==> config.mk <==
export PLATFORM = sky130hd
export DESIGN_NAME = a2_slot_bus
export DESIGN_NICKNAME = d
export VERILOG_FILES = /design/src/source/a2bus_pkg.sv /design/src/source/a2_slot_bus.sv /design/src/source/bus_decode.sv /design/src/source/bus_result.sv /design/src/source/card_execute.sv /design/src/source/phase_denoise.sv
export VERILOG_INCLUDE_DIRS = /design/src /design/src/source
export SDC_FILE = /design/constraint.sdc
export NUM_CORES = 1
export LEC_CHECK = 0
export ABC_CLOCK_PERIOD_IN_PS = 6880
export BUFFER_PORTS_ARGS = -buffer_cell sky130_fd_sc_hd__buf_2
export CAP_MARGIN = 20
export CORE_MARGIN = 2
export CORE_UTILIZATION = 47
export CTS_CLUSTER_SIZE = 24
export DETAILED_ROUTE_END_ITERATION = 12
export GPL_TIMING_DRIVEN = 0
export PLACE_DENSITY = 0.64
export RECOVER_POWER = 50
export SYNTH_ARGS = -nofsm -noshare
export SYNTH_HDL_FRONTEND = slang
export SYNTH_SLANG_ARGS = --single-unit
==> constraint.sdc <==
create_clock -name clk_logic_w -period 6.88 [get_ports clk_logic_w]
set_clock_uncertainty 0.05 [all_clocks]
set_input_delay 1.032 -clock clk_logic_w [delete_from_list [all_inputs] [get_ports clk_logic_w]]
set_output_delay 1.032 -clock clk_logic_w [all_outputs]
set_load 0.02 [all_outputs]
==> src/source/a2_settings.svh <==
`default_nettype none

`ifndef A2_SETTINGS_SVH
`define A2_SETTINGS_SVH

// Apple II bus widths
`define A2_ADDR_W 16
`define A2_DATA_W 8

// Peripheral cards and the slots they answer in
`define NUM_CARDS 3
`define CARD0_SLOT 2
`define CARD1_SLOT 4
`define CARD2_SLOT 5

`define CARD_REGS 4     // Offsets 4..15 alias onto 0..3

// Majority window on the synchronized phi1
`define DENOISE_LEN 3

`endif

`default_nettype wire

==> src/source/a2bus_pkg.sv <==
`include "a2_settings.svh"
`default_nettype none

package a2bus_pkg;

    // Class of a decoded bus cycle
    typedef enum logic [0:0] {
        ACC_NONE,
        ACC_DEVSEL
    } access_e;

    // Four-phase handshake on the decode side
    typedef enum logic [1:0] {
        DEC_IDLE,
        DEC_REQ,
        DEC_WAIT_ACK_LOW
    } dec_state_e;

    // One captured bus cycle, handed from decode to execute
    typedef struct packed {
        logic [1:0]            card;      // Card index, not the slot number
        logic [1:0]            reg_sel;
        logic                  rw_n;
        logic [`A2_DATA_W-1:0] wdata;
        access_e               kind;
    } bus_cycle_t;

    // What execute reports back for the result stage
    typedef struct packed {
        logic                  rd_en;
        logic [`A2_DATA_W-1:0] rdata;
        logic [`NUM_CARDS-1:0] irq_n;     // One per card, active low
        logic                  valid;     // Pulses once per completed access
    } card_resp_t;

endpackage

`default_nettype wire

==> src/source/a2_slot_bus.sv <==
`timescale 1ns/100ps
`include "a2_settings.svh"
`default_nettype none

module a2_slot_bus (
    input  logic                  clk_logic_w,
    input  logic                  reset_i,
    input  logic                  a2_phi1_i,
    input  logic [`A2_ADDR_W-1:0] a2_addr_i,
    input  logic [`A2_DATA_W-1:0] a2_data_i,
    input  logic                  a2_rw_n_i,
    output logic [`A2_DATA_W-1:0] data_out_o,
    output logic                  data_out_en_o,
    output logic                  irq_n_o,
    output logic [`NUM_CARDS-1:0] led_o
);
    import a2bus_pkg::*;

    logic       phi1_rise_w;
    bus_cycle_t cyc_w;
    logic       req_w;
    logic       ack_w;
    logic       idle_cycle_w;
    card_resp_t resp_w;

    // Phi1 into the logic clock domain
    phase_denoise phase_denoise_inst (
        .clk_logic_w (clk_logic_w),
        .reset_i     (reset_i),
        .phi1_i      (a2_phi1_i),
        .phi1_rise_o (phi1_rise_w)
    );

    bus_decode bus_decode_inst (
        .clk_logic_w  (clk_logic_w),
        .reset_i      (reset_i),
        .phi1_rise_i  (phi1_rise_w),
        .addr_i       (a2_addr_i),
        .data_i       (a2_data_i),
        .rw_n_i       (a2_rw_n_i),
        .cyc_o        (cyc_w),
        .req_o        (req_w),
        .ack_i        (ack_w),
        .idle_cycle_o (idle_cycle_w)
    );

    card_execute card_execute_inst (
        .clk_logic_w (clk_logic_w),
        .reset_i     (reset_i),
        .cyc_i       (cyc_w),
        .req_i       (req_w),
        .ack_o       (ack_w),
        .resp_o      (resp_w)
    );

    // Drives the pad enable, the buffer itself sits outside
    bus_result bus_result_inst (
        .clk_logic_w   (clk_logic_w),
        .reset_i       (reset_i),
        .resp_i        (resp_w),
        .idle_cycle_i  (idle_cycle_w),
        .data_out_o    (data_out_o),
        .data_out_en_o (data_out_en_o),
        .irq_n_o       (irq_n_o),
        .led_o         (led_o)
    );

endmodule

`default_nettype wire

==> src/source/bus_decode.sv <==
`timescale 1ns/100ps
`include "a2_settings.svh"
`default_nettype none

module bus_decode (
    input  logic                  clk_logic_w,
    input  logic                  reset_i,
    input  logic                  phi1_rise_i,
    input  logic [`A2_ADDR_W-1:0] addr_i,
    input  logic [`A2_DATA_W-1:0] data_i,
    input  logic                  rw_n_i,
    output a2bus_pkg::bus_cycle_t cyc_o,
    output logic                  req_o,
    input  logic                  ack_i,
    output logic                  idle_cycle_o
);
    import a2bus_pkg::*;

    dec_state_e state_q;
    dec_state_e state_d;
    bus_cycle_t cyc_w;
    bus_cycle_t cyc_q;
    logic       io_space_w;
    logic       slot_hit_w;
    logic [1:0] card_w;
    logic       capture_w;
    logic       idle_q;

    assign io_space_w = (addr_i[15:7] == 9'b1100_0000_1);  // $C080-$C0FF, bit 7 always set

    // Slot field is bits 6:4 inside the device-select range
    always_comb begin
        slot_hit_w = 1'b1;
        card_w     = 2'd0;
        case (addr_i[6:4])
            `CARD0_SLOT: card_w = 2'd0;
            `CARD1_SLOT: card_w = 2'd1;
            `CARD2_SLOT: card_w = 2'd2;
            default:     slot_hit_w = 1'b0;
        endcase
    end

    always_comb begin
        cyc_w.card    = card_w;
        cyc_w.reg_sel = addr_i[1:0];         // Upper offset bits alias
        cyc_w.rw_n    = rw_n_i;
        cyc_w.wdata   = data_i;
        cyc_w.kind    = (io_space_w && slot_hit_w) ? ACC_DEVSEL : ACC_NONE;
    end

    // A new cycle is only taken with the handshake fully back to zero
    assign capture_w = phi1_rise_i && (state_q == DEC_IDLE) && (cyc_w.kind == ACC_DEVSEL);

    always_comb begin
        state_d = state_q;
        case (state_q)
            DEC_IDLE:         if (capture_w) state_d = DEC_REQ;
            DEC_REQ:          if (ack_i) state_d = DEC_WAIT_ACK_LOW;
            DEC_WAIT_ACK_LOW: if (!ack_i) state_d = DEC_IDLE;
            default:          state_d = DEC_IDLE;
        endcase
    end

    always_ff @(posedge clk_logic_w) begin
        if (reset_i) begin
            state_q <= DEC_IDLE;
            idle_q  <= 1'b0;
        end else begin
            state_q <= state_d;
            idle_q  <= phi1_rise_i && (state_q == DEC_IDLE) && (cyc_w.kind == ACC_NONE);
        end
    end

    always_ff @(posedge clk_logic_w) begin
        if (capture_w) begin
            cyc_q <= cyc_w;
        end
    end

    assign cyc_o        = cyc_q;
    assign req_o        = (state_q == DEC_REQ);
    assign idle_cycle_o = idle_q;

    // Payload must hold for the whole request phase
    a_cyc_stable: assert property (@(posedge clk_logic_w) disable iff (reset_i)
        req_o |=> (!req_o || $stable(cyc_o)));

    // A phi1 edge landing mid-handshake loses that bus cycle
    a_no_overrun: assert property (@(posedge clk_logic_w) disable iff (reset_i)
        phi1_rise_i |-> !(req_o || ack_i))
        else $error("bus cycle dropped, handshake still busy");

endmodule

`default_nettype wire

==> src/source/bus_result.sv <==
`timescale 1ns/100ps
`include "a2_settings.svh"
`default_nettype none

module bus_result (
    input  logic                  clk_logic_w,
    input  logic                  reset_i,
    input  a2bus_pkg::card_resp_t resp_i,
    input  logic                  idle_cycle_i,
    output logic [`A2_DATA_W-1:0] data_out_o,
    output logic                  data_out_en_o,
    output logic                  irq_n_o,
    output logic [`NUM_CARDS-1:0] led_o
);

    logic [`A2_DATA_W-1:0] data_q;
    logic                  en_q;
    logic                  irq_n_q;
    logic [`NUM_CARDS-1:0] led_q;

    always_ff @(posedge clk_logic_w) begin
        if (reset_i) begin
            en_q    <= 1'b0;
            irq_n_q <= 1'b1;
            led_q   <= '0;
        end else begin
            if (resp_i.valid) begin
                en_q <= resp_i.rd_en;   // A write answers with the bus released
            end else if (idle_cycle_i) begin
                en_q <= 1'b0;
            end
            irq_n_q <= &resp_i.irq_n;   // Shared open-drain style IRQ line
            led_q   <= ~resp_i.irq_n;   // LED lit while its card interrupts
        end
    end

    // Read byte held until the next response
    always_ff @(posedge clk_logic_w) begin
        if (resp_i.valid) begin
            data_q <= resp_i.rdata;
        end
    end

    assign data_out_o    = data_q;
    assign data_out_en_o = en_q;
    assign irq_n_o       = irq_n_q;
    assign led_o         = led_q;

endmodule

`default_nettype wire

==> src/source/card_execute.sv <==
`timescale 1ns/100ps
`include "a2_settings.svh"
`default_nettype none

module card_execute (
    input  logic                  clk_logic_w,
    input  logic                  reset_i,
    input  a2bus_pkg::bus_cycle_t cyc_i,
    input  logic                  req_i,
    output logic                  ack_o,
    output a2bus_pkg::card_resp_t resp_o
);
    import a2bus_pkg::*;

    localparam int REG_IRQ_EN   = 2;   // Bit 0 enables the card interrupt
    localparam int REG_IRQ_FLAG = 3;   // Bit 7 is the pending flag

    logic [`A2_DATA_W-1:0] regs_q [`NUM_CARDS][`CARD_REGS];
    logic                  ack_q;
    logic                  valid_q;
    logic                  rd_en_q;
    logic [`A2_DATA_W-1:0] rdata_q;
    logic [`NUM_CARDS-1:0] irq_n_w;
    logic                  start_w;
    logic                  access_w;

    assign start_w  = req_i && !ack_q;   // First cycle of a new request
    assign access_w = (cyc_i.kind == ACC_DEVSEL) && (cyc_i.card < `NUM_CARDS);

    always_comb begin
        for (int c = 0; c < `NUM_CARDS; c++) begin
            irq_n_w[c] = ~(regs_q[c][REG_IRQ_EN][0] & regs_q[c][REG_IRQ_FLAG][7]);
        end
    end

    always_ff @(posedge clk_logic_w) begin
        if (reset_i) begin
            ack_q   <= 1'b0;
            valid_q <= 1'b0;
            rd_en_q <= 1'b0;
            for (int c = 0; c < `NUM_CARDS; c++) begin
                for (int r = 0; r < `CARD_REGS; r++) begin
                    regs_q[c][r] <= '0;
                end
            end
        end else begin
            valid_q <= start_w;
            if (start_w) begin
                ack_q   <= 1'b1;
                rd_en_q <= access_w && cyc_i.rw_n;
                if (access_w && !cyc_i.rw_n) begin
                    regs_q[cyc_i.card][cyc_i.reg_sel] <= cyc_i.wdata;
                end else if (access_w && cyc_i.reg_sel == 2'(REG_IRQ_FLAG)) begin
                    // Read acknowledges the interrupt, old value still goes out
                    regs_q[cyc_i.card][REG_IRQ_FLAG][7] <= 1'b0;
                end
            end else if (!req_i) begin
                ack_q <= 1'b0;
            end
        end
    end

    // Read data sampled before any flag clear lands
    always_ff @(posedge clk_logic_w) begin
        if (start_w && access_w) begin
            rdata_q <= regs_q[cyc_i.card][cyc_i.reg_sel];
        end
    end

    assign ack_o        = ack_q;
    assign resp_o.rd_en = rd_en_q;
    assign resp_o.rdata = rdata_q;
    assign resp_o.irq_n = irq_n_w;
    assign resp_o.valid = valid_q;

    a_ack_needs_req: assert property (@(posedge clk_logic_w) disable iff (reset_i)
        $rose(ack_o) |-> req_i);

endmodule

`default_nettype wire

==> src/source/phase_denoise.sv <==
`timescale 1ns/100ps
`include "a2_settings.svh"
`default_nettype none

module phase_denoise (
    input  logic clk_logic_w,
    input  logic reset_i,
    input  logic phi1_i,
    output logic phi1_rise_o
);

    logic [1:0]              sync_q;
    logic [`DENOISE_LEN-2:0] hist_q;     // Older samples, newest in bit 0
    logic [`DENOISE_LEN-1:0] window_w;
    logic                    level_q;
    logic                    level_d;

    // Newest synchronized sample plus the history makes the window
    assign window_w = {hist_q, sync_q[1]};

    always_comb begin
        level_d = level_q;
        if (&window_w) begin
            level_d = 1'b1;
        end else if (~|window_w) begin
            level_d = 1'b0;
        end
    end

    assign phi1_rise_o = level_d & ~level_q;  // One cycle, the level flips right after

    always_ff @(posedge clk_logic_w) begin
        if (reset_i) begin
            sync_q  <= '0;
            hist_q  <= '0;
            level_q <= 1'b0;
        end else begin
            sync_q  <= {sync_q[0], phi1_i};
            hist_q  <= {hist_q[`DENOISE_LEN-3:0], sync_q[1]};
            level_q <= level_d;
        end
    end

endmodule

`default_nettype wire

Yosys cells after proc, flatten, opt, wreduce, memory -nomap -nowiden
Memory sizes are Yosys's and may differ from the RTL's. A register that Yosys moved wholly into a read port is not among the register bits.
Index checks and enable logic that the tools add are counted.
{"block": "op_classes", "eq_ne": 11, "bitwise_logic": 12, "n_lt_le_gt_ge": 3, "reduce_logical": 21, "muxes": 34}
{"op": "$mux W32", "count": 3}
{"op": "$reduce_or A32 Y1", "count": 1}
{"op": "$mux W8", "count": 3}
{"op": "$mux W1", "count": 19}
{"op": "$bmux W8 S2", "count": 1}
{"op": "$demux W8 S2", "count": 1}
{"op": "$logic_and A1 B1 Y1", "count": 11}
{"op": "$mux W2", "count": 5}
{"op": "$eq A9 B9 Y1 const B", "count": 1}
{"op": "$reduce_and A3 Y1", "count": 3}
{"op": "$eq A3 B3 Y1 const B", "count": 2}
{"op": "$ne A2 B2 Y1 const B", "count": 3}
{"op": "$pmux W2 S3", "count": 1}
{"op": "$reduce_or A3 Y1", "count": 2}
{"op": "$not A1 Y1", "count": 5}
{"op": "$and A1 B1 Y1", "count": 4}
{"op": "$eq A2 B2 Y1 const B", "count": 2}
{"op": "$pmux W2 S2", "count": 1}
{"op": "$eq A3 B2 Y1 const B", "count": 1}
{"op": "$ge A3 B3 Y1 const B", "count": 1}
{"op": "$lt A3 B1 Y1 const B", "count": 1}
{"op": "$not A2 Y3", "count": 1}
{"op": "$not A3 Y3", "count": 1}
{"op": "$eq A2 B1 Y1 const B", "count": 1}
{"op": "6 further kinds", "count": 7}
{"block": "totals", "memories": 1, "mem_bits_rw": 96, "reg_bits": 46}
{"name": "card_execute_inst.regs_q", "words": 3, "width": 32, "rd": 4, "rd_clocked_by_memory_dff": 1, "write_ports": 3, "line_no": "card_execute.sv:18", "text": "logic [`A2_DATA_W-1:0] regs_q [`NUM_CARDS][`CARD_REGS];"}

Depth between registers and ports, before layout
{"block": "logic_depth", "ltp_word": 11, "depth_mapped": 6, "ltp_nobuf": 4}

Hierarchy
A second synthesis with hierarchy kept.
{"block": "hier_totals", "cells_unflattened": 449, "area_unflattened_um2": 7419.6}
{"mod": "card_execute", "area_per_inst_um2": 6267.3, "seq_area_each_um2": 4144.0, "n_inst": 1, "cells_per_inst": 380}
{"mod": "bus_decode", "area_per_inst_um2": 615.6, "seq_area_each_um2": 480.5, "n_inst": 1, "cells_per_inst": 36}
{"mod": "bus_result", "area_per_inst_um2": 377.9, "seq_area_each_um2": 340.3, "n_inst": 1, "cells_per_inst": 20}
{"mod": "phase_denoise", "area_per_inst_um2": 158.9, "seq_area_each_um2": 100.1, "n_inst": 1, "cells_per_inst": 13}

Worst setup path before layout
OpenSTA, ideal clock, no wires.
{"block": "synth_timing", "path_type": "input to register", "start": "in a2_addr_i[8]", "end": "reg bus_decode_inst.cyc_q, in the netlist bus_decode_inst.cyc_o[0], enable pin", "n_path_buf": 0, "stages": 3, "t_arrival_ns": 2.958, "setup_ns": 0.421, "path_slack_ns": 3.451, "cell_sequence": "nor4_2 -> nand3_2 -> nor4_1"}
{"block": "synth_between", "elab_chain_len": 4}
{"element": "start: declaration", "line_no": "a2_slot_bus.sv:9", "text": "input logic [`A2_ADDR_W-1:0] a2_addr_i,"}
{"element": "$eq A9 B9 Y1", "line_no": "bus_decode.sv:29", "text": "assign io_space_w = (addr_i[15:7] == 9'b1100_0000_1);"}
{"element": "$logic_and A1 B1 Y1", "line_no": "bus_decode.sv:48", "text": "cyc_w.kind = (io_space_w && slot_hit_w) ? ACC_DEVSEL : ACC_NONE;"}
{"element": "$mux W1", "line_no": "bus_decode.sv:48"}
{"element": "$logic_and A1 B1 Y1", "line_no": "bus_decode.sv:52", "text": "assign capture_w = phi1_rise_i && (state_q == DEC_IDLE) && (cyc_w.kind == ACC_DEVSEL);"}
{"element": "named net bus_decode_inst.capture_w", "line_no": "bus_decode.sv:26", "text": "logic capture_w;"}
{"element": "end signal: assignment", "line_no": "bus_decode.sv:76", "text": "cyc_q <= cyc_w;"}
{"element": "end: declaration", "line_no": "bus_decode.sv:22", "text": "bus_cycle_t cyc_q;"}
The timed path passes the listed nets, and every way through them passes these cells.
A chain may end at the register's enable or synchronous reset.

==> metrics.txt <==
Power Internal 1810 uW; min cycle time layout 3770 ps; combinational power share 2.7%; worst hold path type flop to flop; placed cells 712; critical path endpoint category flop; Tightest Pin Transition 1330 ps; pre-CTS setup slack 3710 ps; clock latency on the worst-skew pair 440 ps; depth of the CTS H-tree 4; filler cell count 1191; Synth Flop Type edfxtp_1; Synth Instances 449; Cell Pwr Density 273 mW/mm2; Die Area 0.0160 mm2; Congestion Overflow GR 0; clock power share 44.1%; Horiz. Die Dim 126 um; clk sinks 176; DR WL/cell 23.0 um; status complete, no violations; initial antenna violation count 0; Final #Nets 576; Hold Vio Cnt, Final 0; DRT iter0 DRCs 631; highest clock rate 265 MHz; Top delay family on crit path compound AO/OA/AOI/OAI gates; critical path type flop to flop; Initial Utilization 48.2%; Resized cells post-CTS 0; LEAKAGE 0.00292 uW; Mapped Area 0.00703 mm2; die height 126 um; Net Sw Frac 19.4%; CP required 6980 ps; Max-Cap Viols 0; clock buffer count from CTS 17; IO buf count 38; core area 0.0146 mm2; Post-Route WL 17100 um; Setup Buffers After CTS 0; hold_buf cts 0; largest net degree at the start of global routing 17; worst-path cell chain clkbuf_1 > a21oi_1 > nand2_1 > o21ai_1 > buf_6; vias in the first global route 4341; diodes inserted 0; final instance area 0.00822 mm2; Area growth, synth to finish 16.8%; maximum vdd drop 0.000173 V; final period utilization 54.8%; critical path peak fanout 14; Max-slew headroom 10.6%; YS warnings 0; final-report setup violation count 0; vias 4306; fin cells 745; residual DRC count 0; RSZ-0062 raised after global routing false; hpwl dp 11500 um; Flop pwr share 53.2%; hold slack 371 ps; root buffer cell clkbuf_16; Async SR Flop Fraction 0%; Fin Setup TNS 0 ps; Post-synth EDFFs 158; post-synthesis sequential area ratio 72.6%; CP Launch Type flop; fin. max-slew vios 0; DR pass1 iterations 5; Critical Path AT 3870 ps; routed vias/inst 5.78; layout cells sized above 1 18.5%; CTS tree yes; CTS Buffer Depth 2; Worst Slack Setup Final 3110 ps; Yosys cell types 42; Critical path buffers and inverters 2; placement-stage cell area 0.00767 mm2; Total GRT Usage 22.8%; Syn Area/Cell 15.7 um2; CP peak stage delay 1060 ps; ANT nets after route 0; cell row count 44; Seq cells post-synth 176; Top Ports 41; Clk pin slew, worst setup/hold paths 60 ps; sw power 437 uW; routability cong. 0.905; global-route wire length before repair 25300 um; crit path max-delay cell type a21oi_1
## sequential cells by signal, summed over array words and instances, names as in the netlist, 2 cells and up, named ones only
signal and count:
card_execute_inst.regs_q 128, bus_decode_inst.cyc_o 14, bus_result_inst.data_out_o 8, card_execute_inst.rdata_q 8, bus_result_inst.led_o 3, bus_decode_inst.state_q 2, phase_denoise_inst.hist_q 2, phase_denoise_inst.sync_q 2
## power groups by stage
stage	combinational, uW	sequential (uW)	clock [uW]
2_1_floorplan	32.1	1210	0
3_3_place_gp	55.4	1220	0
3_5_place_dp	61.1	1220	0
4_1_cts	61.5	1190	995
5_1_grt	66.0	1200	1030
6_report	61.7	1190	989
## layout make-up
| type | count | area [um2] | area share, % |
|---|---|---|---|
| buffer | 22 | 104 | 1.26 |
| clock buffer | 18 | 429 | 5.22 |
| clock inverter | 14 | 171 | 2.09 |
| inverter | 3 | 11.3 | 0.137 |
| multi-input combinational | 279 | 1900 | 23.1 |
| sequential | 176 | 5100 | 62.1 |
| tap | 184 | 230 | 2.80 |
| timing repair buffer | 49 | 263 | 3.20 |
## metrics by stage
step                power, uW  utilization (%)
global placement         1270             51.9
detailed placement       1280             52.6
global route             2300             56.3
CTS                      2250             56.7
floorplan                1250                -
finish                   2250             56.3
## routing by layer
layer	global-route usage (%)	vias to the layer above	wire length (um)
li1	-	1865	-
met1	28.6	2126	6500
met2	36.0	251	8100
met3	6.37	64	1660
met4	12.7	0	869
met5	0	-	0
## cell families after synthesis
| group | count (synthesis) | synth area share, % |
|---|---|---|
| other cells | 1 | 0.0533 |
| simple gates | 177 | 11.6 |
| compound gates | 35 | 3.40 |
| flops | 176 | 72.6 |
| buf+inv | 25 | 1.69 |
| xor+xnor | 1 | 0.125 |
| mux | 34 | 10.6 |
## worst paths after layout
check,to,slack [ps],from,cells past startpoint
max,card_execute_inst.regs_q[2][3],3110,bus_decode_inst.cyc_o[12],5
min,bus_result_inst.data_out_o[7],370,card_execute_inst.rdata_q[7],0
max reg2reg,card_execute_inst.regs_q[2][3],3110,bus_decode_inst.cyc_o[12],5
min reg2reg,bus_result_inst.data_out_o[7],370,card_execute_inst.rdata_q[7],0
## cell usage after synthesis, types with 2 or more instances
library cell,number,area share (%)
edfxtp_1,158,67
nor2_1,90,4.8
nand2_1,43,2.3
mux4_2,32,10
dfxtp_1,18,5.1
a22oi_1,17,1.8
clkbuf_1,11,0.59
nand3_1,10,0.71
o21ai_0,8,0.57
nor2b_1,7,0.62
and3_1,5,0.44
buf_2,5,0.36
nor3_1,4,0.28
buf_1,3,0.16
nand2b_1,3,0.27
nor3b_1,3,0.32
a21o_1,2,0.21
a21oi_1,2,0.14
buf_6,2,0.32
inv_1,2,0.11
mux2_2,2,0.32
o41ai_1,2,0.25
## cell usage in the layout (no fill, tap or decap), drive strengths merged, types with 4 or more instances in the layout
cell | netlist | final
nand2 | 44 | 44
nor2 | 91 | 91
clkinv | 1 | 9
edfxtp | 158 | 158
bufinv | 0 | 4
nand3 | 11 | 11
a22oi | 17 | 17
dfxtp | 18 | 18
mux4 | 32 | 32
nor2b | 7 | 7
and3 | 5 | 5
buf | 11 | 41
conb | 1 | 32
nor3b | 4 | 4
nor3 | 4 | 4
o21ai | 9 | 9
clkbuf | 11 | 48
No activity file was read; power rests on OpenSTA's default activity.
